### src/verilog/xreg_cfg.svh
// ************************************************
// host register port configuration
// bus signal polarities and video RAM size
// ************************************************

`ifndef XREG_CFG_SVH
`define XREG_CFG_SVH

// video RAM word address width, 256 words
`define XREG_VRAM_ADDR_W    8

// host bus levels
`define XREG_CS_ENABLED     1'b0    // chip select active low
`define XREG_RNW_READ       1'b1    // rd_nwr high means read

`endif
### src/verilog/xreg_pkg.sv
// ************************************************
// host register port types
// words, register numbers, VRAM addresses and register ids
// ************************************************

`default_nettype none

`include "xreg_cfg.svh"

package xreg_pkg;

    typedef logic [15:0] word_t;                            // register or VRAM word
    typedef logic [3:0]  reg_num_t;                         // host register number
    typedef logic [`XREG_VRAM_ADDR_W-1:0] vram_addr_t;      // VRAM word address

    // decoded register ids, 5 to 15 are unused
    typedef enum reg_num_t {
        REG_WR_ADDR = 4'd0,                                 // VRAM write address
        REG_RD_ADDR = 4'd1,                                 // VRAM read address
        REG_WR_INCR = 4'd2,                                 // write address step
        REG_RD_INCR = 4'd3,                                 // read address step
        REG_DATA    = 4'd4                                  // VRAM data port
    } reg_id_e;

endpackage

`default_nettype wire

### src/verilog/reg_bus_if.sv
// ************************************************
// register bus between host port and control
// strobes, register number and data words
// ************************************************

`default_nettype none
`timescale 1ns/1ps

interface reg_bus_if
    import xreg_pkg::*;
();

    logic       write_strobe;   // one cycle, word write complete
    logic       read_strobe;    // one cycle, odd byte of a read taken
    reg_num_t   reg_num;        // register being accessed
    word_t      wr_word;        // paired word for write_strobe
    word_t      rd_word;        // read value for reg_num, combinational

    // host side, produces strobes
    modport port (
        output write_strobe,
        output read_strobe,
        output reg_num,
        output wr_word,
        input  rd_word
    );

    // register side
    modport ctrl (
        input  write_strobe,
        input  read_strobe,
        input  reg_num,
        input  wr_word,
        output rd_word
    );

endinterface

`default_nettype wire

### src/verilog/xreg_top.sv
// ************************************************
// host register port top level
// bus port, register control and video RAM
// ************************************************

`default_nettype none
`timescale 1ns/1ps

`include "xreg_cfg.svh"

module xreg_top
    import xreg_pkg::*;
(
    input  logic        clk,
    input  logic        reset_i,
    input  logic        bus_cs_n_i,         // chip select
    input  logic        bus_rd_nwr_i,       // read / not write
    input  reg_num_t    bus_reg_num_i,      // register number
    input  logic        bus_bytesel_i,      // byte select
    input  logic [7:0]  bus_data_i,         // host write data
    output logic [7:0]  bus_data_o          // host read data
);

    reg_bus_if  reg_bus ();                 // port to control link

    logic       vram_we;
    vram_addr_t vram_waddr;
    word_t      vram_wdata;
    logic       vram_re;
    vram_addr_t vram_raddr;
    word_t      vram_rdata;

    bus_interface i_bus_interface (
        .clk           (clk),
        .reset_i       (reset_i),
        .bus_cs_n_i    (bus_cs_n_i),
        .bus_rd_nwr_i  (bus_rd_nwr_i),
        .bus_reg_num_i (bus_reg_num_i),
        .bus_bytesel_i (bus_bytesel_i),
        .bus_data_i    (bus_data_i),
        .bus_data_o    (bus_data_o),
        .bus           (reg_bus.port)
    );

    reg_control i_reg_control (
        .clk          (clk),
        .reset_i      (reset_i),
        .bus          (reg_bus.ctrl),
        .vram_we_o    (vram_we),
        .vram_waddr_o (vram_waddr),
        .vram_wdata_o (vram_wdata),
        .vram_re_o    (vram_re),
        .vram_raddr_o (vram_raddr),
        .vram_rdata_i (vram_rdata)
    );

    vram #(
        .ADDR_W (`XREG_VRAM_ADDR_W)
    ) i_vram (
        .clk     (clk),
        .we_i    (vram_we),
        .waddr_i (vram_waddr),
        .wdata_i (vram_wdata),
        .re_i    (vram_re),
        .raddr_i (vram_raddr),
        .rdata_o (vram_rdata)
    );

endmodule

`default_nettype wire

### src/verilog/vram.sv
// ************************************************
// video RAM
// dual-port word memory, registered read of old data
// ************************************************

`default_nettype none
`timescale 1ns/1ps

module vram
    import xreg_pkg::*;
#(
    parameter int ADDR_W = 8                    // word address width
) (
    input  logic              clk,
    input  logic              we_i,             // write enable
    input  logic [ADDR_W-1:0] waddr_i,          // write address
    input  word_t             wdata_i,          // write data
    input  logic              re_i,             // read enable
    input  logic [ADDR_W-1:0] raddr_i,          // read address
    output word_t             rdata_o           // read data, next cycle
);

    word_t mem [0:(1 << ADDR_W)-1];             // word storage

    // same-cycle read of a written address returns the old word
    always_ff @(posedge clk) begin
        if (we_i) begin
            mem[waddr_i] <= wdata_i;
        end
        if (re_i) begin
            rdata_o <= mem[raddr_i];            // holds until next re
        end
    end

    a_waddr_known: assert property (@(posedge clk)
        we_i |-> !$isunknown(waddr_i));

endmodule

`default_nettype wire

### src/verilog/reg_control.sv
// ************************************************
// register control
// address and increment registers, VRAM writes with
// auto-increment and the read prefetch latch
// ************************************************

`default_nettype none
`timescale 1ns/1ps

module reg_control
    import xreg_pkg::*;
(
    input  logic        clk,
    input  logic        reset_i,
    reg_bus_if.ctrl     bus,                // strobes from host port
    output logic        vram_we_o,          // VRAM write enable
    output vram_addr_t  vram_waddr_o,       // VRAM write address
    output word_t       vram_wdata_o,       // VRAM write data
    output logic        vram_re_o,          // VRAM read enable
    output vram_addr_t  vram_raddr_o,       // VRAM read address
    input  word_t       vram_rdata_i        // VRAM data, one cycle after re
);

    word_t   wr_addr;                       // next VRAM write address
    word_t   rd_addr;                       // current VRAM read address
    word_t   wr_incr;                       // added after each DATA write
    word_t   rd_incr;                       // added after each DATA read
    word_t   rd_latch;                      // prefetched word at rd_addr

    reg_id_e reg_id;                        // decoded register number
    logic    data_wr;                       // DATA write strobe
    logic    data_rd;                       // DATA read strobe
    logic    raw_hit;                       // DATA write lands on rd_addr
    logic    pf_trig;                       // start a prefetch
    logic    pf_req;                        // prefetch requested, re next cycle
    logic    pf_fill;                       // VRAM data valid for the latch
    logic    pf_busy;                       // prefetch still in flight

    assign reg_id  = reg_id_e'(bus.reg_num);
    assign data_wr = bus.write_strobe && (reg_id == REG_DATA);
    assign data_rd = bus.read_strobe && (reg_id == REG_DATA);
    assign raw_hit = data_wr && (vram_addr_t'(wr_addr) == vram_addr_t'(rd_addr));

    // new read address, consumed word, or stale word
    assign pf_trig = (bus.write_strobe && (reg_id == REG_RD_ADDR)) || data_rd || raw_hit;
    assign pf_busy = pf_req || vram_re_o || pf_fill;

    // registers, write issue and prefetch sequencing
    always_ff @(posedge clk) begin
        if (reset_i) begin
            wr_addr   <= '0;
            rd_addr   <= '0;
            wr_incr   <= '0;
            rd_incr   <= '0;
            rd_latch  <= '0;
            vram_we_o <= 1'b0;
            vram_re_o <= 1'b0;
            pf_req    <= 1'b0;
            pf_fill   <= 1'b0;
        end else begin
            vram_we_o <= 1'b0;                          // single cycle write
            if (bus.write_strobe) begin
                case (reg_id)
                    REG_WR_ADDR: wr_addr <= bus.wr_word;
                    REG_RD_ADDR: rd_addr <= bus.wr_word;
                    REG_WR_INCR: wr_incr <= bus.wr_word;
                    REG_RD_INCR: rd_incr <= bus.wr_word;
                    REG_DATA: begin
                        vram_we_o <= 1'b1;              // write goes out next cycle
                        wr_addr   <= wr_addr + wr_incr; // step alongside the write
                    end
                    default: ;                          // 5 to 15 ignored
                endcase
            end
            if (data_rd) begin
                rd_addr <= rd_addr + rd_incr;           // step after odd byte read
            end

            // re one cycle after the request so a same-address write lands first
            pf_req    <= pf_trig;
            vram_re_o <= pf_req;
            pf_fill   <= vram_re_o;
            if (pf_fill) begin
                rd_latch <= vram_rdata_i;               // word for the next DATA read
            end
        end
    end

    // VRAM address and data
    always_ff @(posedge clk) begin
        if (data_wr) begin
            vram_waddr_o <= vram_addr_t'(wr_addr);      // address before the step
            vram_wdata_o <= bus.wr_word;
        end
        if (pf_req) begin
            vram_raddr_o <= vram_addr_t'(rd_addr);      // rd_addr already updated
        end
    end

    // read-back mux
    always_comb begin
        case (reg_id)
            REG_WR_ADDR: bus.rd_word = wr_addr;
            REG_RD_ADDR: bus.rd_word = rd_addr;
            REG_WR_INCR: bus.rd_word = wr_incr;
            REG_RD_INCR: bus.rd_word = rd_incr;
            REG_DATA:    bus.rd_word = rd_latch;
            default:     bus.rd_word = '0;             // unused registers
        endcase
    end

    // host bus spacing keeps prefetches apart
    a_pf_no_overlap: assert property (@(posedge clk) disable iff (reset_i)
        pf_trig |-> !pf_busy);

    a_we_single: assert property (@(posedge clk) disable iff (reset_i)
        vram_we_o |=> !vram_we_o);

endmodule

`default_nettype wire

### src/verilog/bus_interface.sv
// ************************************************
// host bus port
// synchronizes the 8-bit bus, pairs bytes into words
// and selects the outgoing read byte
// ************************************************

`default_nettype none
`timescale 1ns/1ps

`include "xreg_cfg.svh"

module bus_interface
    import xreg_pkg::*;
(
    input  logic        clk,
    input  logic        reset_i,
    input  logic        bus_cs_n_i,         // chip select
    input  logic        bus_rd_nwr_i,       // read / not write
    input  reg_num_t    bus_reg_num_i,      // register number
    input  logic        bus_bytesel_i,      // 0 even byte, 1 odd byte
    input  logic [7:0]  bus_data_i,         // write data from host
    output logic [7:0]  bus_data_o,         // read data to host
    reg_bus_if.port     bus                 // to register control
);

    // select history, newest sample enters at bit 3
    logic [3:0] sel_r;

    // two-stage synchronizers, index 1 is the first stage
    logic [1:0] read_r;
    logic [1:0] bytesel_r;
    reg_num_t   reg_num_r [2];
    logic [7:0] data_r [2];

    // synchronized views
    logic       sel_rise;
    logic       write;
    logic       bytesel;
    reg_num_t   reg_num;
    logic [7:0] data;

    // even byte holding register
    reg_num_t   even_reg;               // register of held even byte
    logic [7:0] even_data;              // held even byte

    assign sel_rise = (sel_r[2:0] == 3'b110);   // two active samples after idle, glitch ignored
    assign write    = ~read_r[0];
    assign bytesel  = bytesel_r[0];
    assign reg_num  = reg_num_r[0];
    assign data     = data_r[0];

    // select history needs a clean start
    always_ff @(posedge clk) begin
        if (reset_i) begin
            sel_r <= 4'b0000;
        end else begin
            sel_r <= {(bus_cs_n_i == `XREG_CS_ENABLED), sel_r[3:1]};  // active high inside
        end
    end

    // payload synchronizers
    always_ff @(posedge clk) begin
        read_r       <= {(bus_rd_nwr_i == `XREG_RNW_READ), read_r[1]};
        bytesel_r    <= {bus_bytesel_i, bytesel_r[1]};
        reg_num_r[1] <= bus_reg_num_i;
        reg_num_r[0] <= reg_num_r[1];
        data_r[1]    <= bus_data_i;
        data_r[0]    <= data_r[1];
    end

    // strobe generation and even byte capture
    always_ff @(posedge clk) begin
        if (reset_i) begin
            bus.write_strobe <= 1'b0;
            bus.read_strobe  <= 1'b0;
            bus.reg_num      <= '0;
            even_reg         <= 4'hF;               // no pairing until an even write
        end else begin
            bus.write_strobe <= 1'b0;               // default idle
            bus.read_strobe  <= 1'b0;
            bus.reg_num      <= reg_num;            // follows the bus every cycle
            if (sel_rise) begin
                if (write) begin
                    if (bytesel) begin
                        bus.write_strobe <= 1'b1;   // odd byte completes the word
                    end else begin
                        even_reg <= reg_num;        // remember for the odd byte
                    end
                end else if (bytesel) begin
                    bus.read_strobe <= 1'b1;        // odd byte read done
                end
            end
        end
    end

    // even byte data, captured with its register number
    always_ff @(posedge clk) begin
        if (sel_rise && write && !bytesel) begin
            even_data <= data;
        end
    end

    // paired word, high byte only from a matching even write
    always_comb begin
        if (reg_num == even_reg) begin
            bus.wr_word = {even_data, data};
        end else begin
            bus.wr_word = {8'h00, data};
        end
    end

    // high byte on even select
    assign bus_data_o = bytesel ? bus.rd_word[7:0] : bus.rd_word[15:8];

    a_strobe_excl: assert property (@(posedge clk) disable iff (reset_i)
        !(bus.write_strobe && bus.read_strobe));

    a_wr_single: assert property (@(posedge clk) disable iff (reset_i)
        bus.write_strobe |=> !bus.write_strobe);

    a_rd_single: assert property (@(posedge clk) disable iff (reset_i)
        bus.read_strobe |=> !bus.read_strobe);

endmodule

`default_nettype wire

### config.mk
export PLATFORM = sky130hd
export DESIGN_NAME = xreg_top
export DESIGN_NICKNAME = d
export VERILOG_FILES = /design/src/verilog/xreg_pkg.sv /design/src/verilog/reg_bus_if.sv /design/src/verilog/xreg_top.sv /design/src/verilog/vram.sv /design/src/verilog/reg_control.sv /design/src/verilog/bus_interface.sv
export VERILOG_INCLUDE_DIRS = /design/src /design/src/verilog
export SDC_FILE = /design/constraint.sdc
export NUM_CORES = 2
export LEC_CHECK = 0
export BUFFER_PORTS_ARGS = -buffer_cell sky130_fd_sc_hd__buf_2
export CAP_MARGIN = 20
export CORE_UTILIZATION = 55
export DETAILED_ROUTE_END_ITERATION = 8
export PLACE_DENSITY_LB_ADDON = 0.25
export REMOVE_ABC_BUFFERS = 1
export SETUP_SLACK_MARGIN = 0.4
export SLEW_MARGIN = 20
export SYNTH_ARGS = -nofsm -noshare
export SYNTH_HDL_FRONTEND = slang
export SYNTH_MEMORY_MAX_BITS = 65536
export SYNTH_SLANG_ARGS = --single-unit
### constraint.sdc
create_clock -name clk -period 7.7 [get_ports clk]
set_input_delay 0.77 -clock clk [delete_from_list [all_inputs] [get_ports clk]]
set_output_delay 0.77 -clock clk [all_outputs]
set_load 0.05 [all_outputs]
# After elaboration in Yosys (flattened, before gate mapping)
# Memory sizes are Yosys's and may differ from the RTL's. A register that Yosys moved wholly into a read port is not among the register bits.
# Index checks and enable logic that the tools add are counted.
[op_classes] n_eq_ne=7 addsub=2 n_reduce_logical=21 bitwise_logic=5 mux=11
[op_table] op="$pmux W16 S5" n=1
[op_table] op="$mux W16" n=4
[op_table] op="$add A16 B16 Y16" n=2
[op_table] op="$pmux W16 S2" n=1
[op_table] op="$eq A4 B2 Y1 const B" n=2
[op_table] op="$eq A8 B8 Y1" n=1
[op_table] op="$mux W8" n=1
[op_table] op="$reduce_and A2 Y1" n=4
[op_table] op="$logic_and A1 B1 Y1" n=6
[op_table] op="$reduce_bool A2 Y1" n=3
[op_table] op="$reduce_or A3 Y1" n=2
[op_table] op="$not A1 Y1" n=5
[op_table] op="$eq A4 B1 Y1 const B" n=1
[op_table] op="$eq A4 B3 Y1 const B" n=1
[op_table] op="$eq A4 B4 Y1" n=1
[op_table] op="$logic_not A4 Y1" n=1
[op_table] op="$mux W1" n=4
[op_table] op="$eq A3 B3 Y1 const B" n=1
[op_table] op="$reduce_and A3 Y1" n=1
[op_table] op="$logic_or A1 B1 Y1" n=2
[op_table] op="$reduce_or A2 Y1" n=1
[op_table] op="$logic_not A1 Y1" n=1
[word_totals] wordCells=69 mem_bits_rw=4120 in_bits=17 regBits=142 mem_count=3
[mem_list] memory="i_vram.mem" depth=256 word_bits=16 read_ports=1 rd_clocked_by_memory_dff=1 wr=1 line_no="vram.sv:23" text="word_t mem [0:(1 << ADDR_W)-1];"
[mem_list] memory="i_bus_interface.data_r" depth=2 word_bits=8 read_ports=2 rd_clocked_by_memory_dff=0 wr=2 line_no="bus_interface.sv:33" text="logic [7:0] data_r [2];"
[mem_list] memory="i_bus_interface.reg_num_r" depth=2 word_bits=4 read_ports=2 rd_clocked_by_memory_dff=0 wr=2 line_no="bus_interface.sv:32" text="reg_num_t reg_num_r [2];"

# Logic depth before layout (Yosys ltp)
[depth] depth_word=5 mapped_depth=11 mapped_depth_nobuf=9

# Hierarchy
# From an unflattened synthesis, not the netlist that was laid out.
[unflattened] hier_cells=8133 hier_area_um2=166448.4
[by_module_without_submodules] mod="vram" area_each_um2=158874.9 instances=1 cells_per_inst=7360
[by_module_without_submodules] mod="reg_control" area_each_um2=6062.1 instances=1 cells_per_inst=665
[by_module_without_submodules] mod="bus_interface" area_each_um2=1511.4 instances=1 cells_per_inst=108

# Least setup slack after synthesis
# Ideal clock, no wire load.
[synth_path] path_kind="register -> register" start="reg i_reg_control.vram_wdata_o[0]" end="mem i_vram.mem[0][0] (netlist name), data pin" n_path_buf=0 path_slack_ns=3.654 setup_time_ns=0.817 required_ns=6.883 period_less_slack_ns=4.046 path_stages_with_launch=1 t_arrival_ns=3.228 cell_sequence="edfxtp_1"
[synth_rtl] item="start, declared" line_no="reg_control.sv:18" text="output word_t vram_wdata_o,"
[synth_rtl] item="start signal, assigned" line_no="reg_control.sv:93" text="vram_wdata_o <= bus.wr_word;"
[synth_rtl] item="end, declared" line_no="vram.sv:23"
# No word-level cell before the write port.

==> results_dict.tcl <==
set metrics [dict create \
    status "finished, final reports clean" \
    htree_levels 5 \
    postCtsSetupBuffers 0 \
    grt_first_pass_wirelength_mm 596 \
    synth-edff-count 4152 \
    nets 7849 \
    placed_cell_area_um2 172000 \
    start_util 0.554 \
    rsz0062_at_grt "false" \
    vias 81100 \
    synth.distinct_cells 59 \
    grt.total_usage 0.279 \
    nFillCells 19600 \
    worst_pin_slew_ns 1.29 \
    rows 200 \
    slew_headroom 0.116 \
    numCtsBuffers 423 \
    port_buffers 24 \
    ys_warn_count 0 \
    dp_cells 11300 \
    avgSynthCellArea_um2 22.4 \
    wl_mm 419 \
    synthCells 7356 \
    p_leak_nw 59.2 \
    holdCritPathClass "in2reg" \
    critPathKind "reg2reg" \
    endpoint_kind "register" \
    seqCellArea_um2 127000 \
    fin_cells 12100 \
    worstPathMaxFanout 117 \
    setup_viol 0 \
    period_minus_slack_ns 4.82 \
    period_share 0.626 \
    antenna_found_initial 18 \
    cts_tree "done" \
    clkSinkCount 4278 \
    viasPerCell 6.70 \
    finalWeightedCongestion 0.895 \
    drtIter0Drc 12000 \
    drtPass1Iterations 6 \
    worst_setup_path_start_kind "register" \
    layout-drive-gt1-share 0.275 \
    skew_ns 0.0787 \
    cts_root_buf "clkbuf_16" \
    max_cap_viol_count 0 \
    postRouteAntennaNets 0 \
    multi_input_area_um2 36000 \
    ys_seq_elements 4278 \
    dp_hpwl_mm 242 \
    finalHoldViolCount 0 \
    die_y_um 550 \
    largest_register_ffs 4096 \
    pwr_density_cell_nw_per_um2 246 \
    grt_max_degree 205 \
    area_growth_pct 12.6 \
    worst_skew_pair.late_latency_ns 1.01 \
    slew_viol_final 0 \
    final_common_cell "edfxtp_1" \
    ys_seq_area_frac 0.771 \
    core_area_um2 298000 \
    cts_resized 0 \
    async_flop_share 0 \
    cts_buffer_depth 4 \
    required_ns 8.49 \
    p_total_w 0.0457 \
    die-area_um2 302000 \
    path_clk_slew_ns 0.06 \
    ios 25 \
    die_width_um 550 \
    arrival_ns 5.60 \
    final_cell_mix "4152 x edfxtp_1, 1120 x mux4_2, 427 x clkbuf_16" \
    largest_register "i_vram.mem" \
    grt_overflow 0 \
    syn_area_um2 165000 \
    drc 0 \
    finalInstanceArea_um2 186000 \
    synthFlopType "edfxtp_1" \
    wire_per_inst_um 34.6 \
    grt_pass1_vias 79600 \
    peakVddDrop_mv 0.197 \
    max_freq_mhz 208 \
]
-- layer usage --
metal	part of all wire	GRT usage
met4	0.039	0.101
met5	0.000081	0
met2	0.46	0.418
met3	0.12	0.0573
met1	0.39	0.412
-- final cells by class --
cell class / instances / share of cell area
flip-flops and latches: 4278 / 0.685
multi-input cells: 2650 / 0.194
clock buffers: 524 / 0.0597
well taps: 3939 / 0.0265
repair buffers: 432 / 0.0204
clock inverters: 254 / 0.0146
inverters: 15 / 0.000303
diodes: 5 / 0.0000674
-- critical path, cell delays in order, from the launching register on --
cell and delay, ns:
edfxtp_1 0.43, buf_12 0.39, buf_12 0.60, buf_4 0.55, mux4_2 0.30, mux2i_1 0.14
a22oi_1 0.65, nand4_1 0.70, a211o_1 0.49, a21oi_1 0.18
-- synth_stat cells (all sizes together), types with 16 or more instances --
cell type | number | area share
edfxtp | 4152 | 0.76
mux4 | 1120 | 0.15
nor2 | 368 | 0.0084
mux2i | 337 | 0.020
buf | 228 | 0.0085
clkbuf | 185 | 0.0042
a22oi | 137 | 0.0062
dfxtp | 126 | 0.015
nand2 | 101 | 0.0023
a21oi | 83 | 0.0025
a211oi | 47 | 0.0021
nand4 | 43 | 0.0016
nand2b | 39 | 0.0015
nand3 | 37 | 0.0011
o211ai | 34 | 0.0015
o22ai | 33 | 0.0013
ha | 30 | 0.0023
nor2b | 25 | 0.00095
a211o | 24 | 0.0013
xor2 | 24 | 0.0013
a222oi | 16 | 0.00097
o21ai | 16 | 0.00049
-- metrics by stage --
| stage | setup TNS, ns | setup WS, ns | hold slack [ns] | util |
|---|---|---|---|---|
| floorplan | -550.38 | -34.40 | 0.310 | - |
| global placement | 0 | 3.15 | 0.317 | 0.576 |
| detailed placement | 0 | 3.06 | 0.314 | 0.577 |
| CTS | 0 | 3.04 | 0.230 | 0.623 |
| global route | 0 | 2.88 | 0.295 | 0.624 |
| finish | 0 | 2.88 | 0.304 | 0.624 |
-- kinds of logic (layout without fill, tap and decap cells) --
logic type,Yosys count,count (layout),synth area share
buf+inv,428,1225,0.0131
simple gates,687,687,0.0189
compound gates,443,443,0.0192
other cells,0,5,0
mux,1457,1457,0.173
flops,4278,4278,0.771
fa+ha+maj,32,32,0.00252
xor+xnor,31,31,0.00165
-- worst paths after layout --
kind | startpoint | to | slack, ns | cells after the start
worst min register to register | i_bus_interface.bytesel_r[1] | i_bus_interface.bytesel_r[0] | 0.32 | 0
worst max register to register | i_reg_control.vram_raddr_o[1] | i_vram.rdata_o[2] | 2.88 | 9
worst min-delay path | reset_i | i_bus_interface.bus.reg_num[1] | 0.30 | 2
worst max-delay path | i_reg_control.vram_raddr_o[1] | i_vram.rdata_o[2] | 2.88 | 9
-- power by group --
group	total (W)	leakage [nW]	switching (W)	internal, W
logic	0.0000664	13.7	0.0000453	0.0000210
clock network	0.0205	6.70	0.00879	0.0117
registers	0.0252	38.8	0.0000177	0.0251
-- what timing repair did --
| action | 4_1_cts | 5_1_grt |
|---|---|---|
| endpoints found under the setup margin | 0 | 0 |
| hold buffers | 15 | 0 |
| hold endpoints to repair | 15 | 0 |
Note: power is estimated with default switching activity, not from simulation.
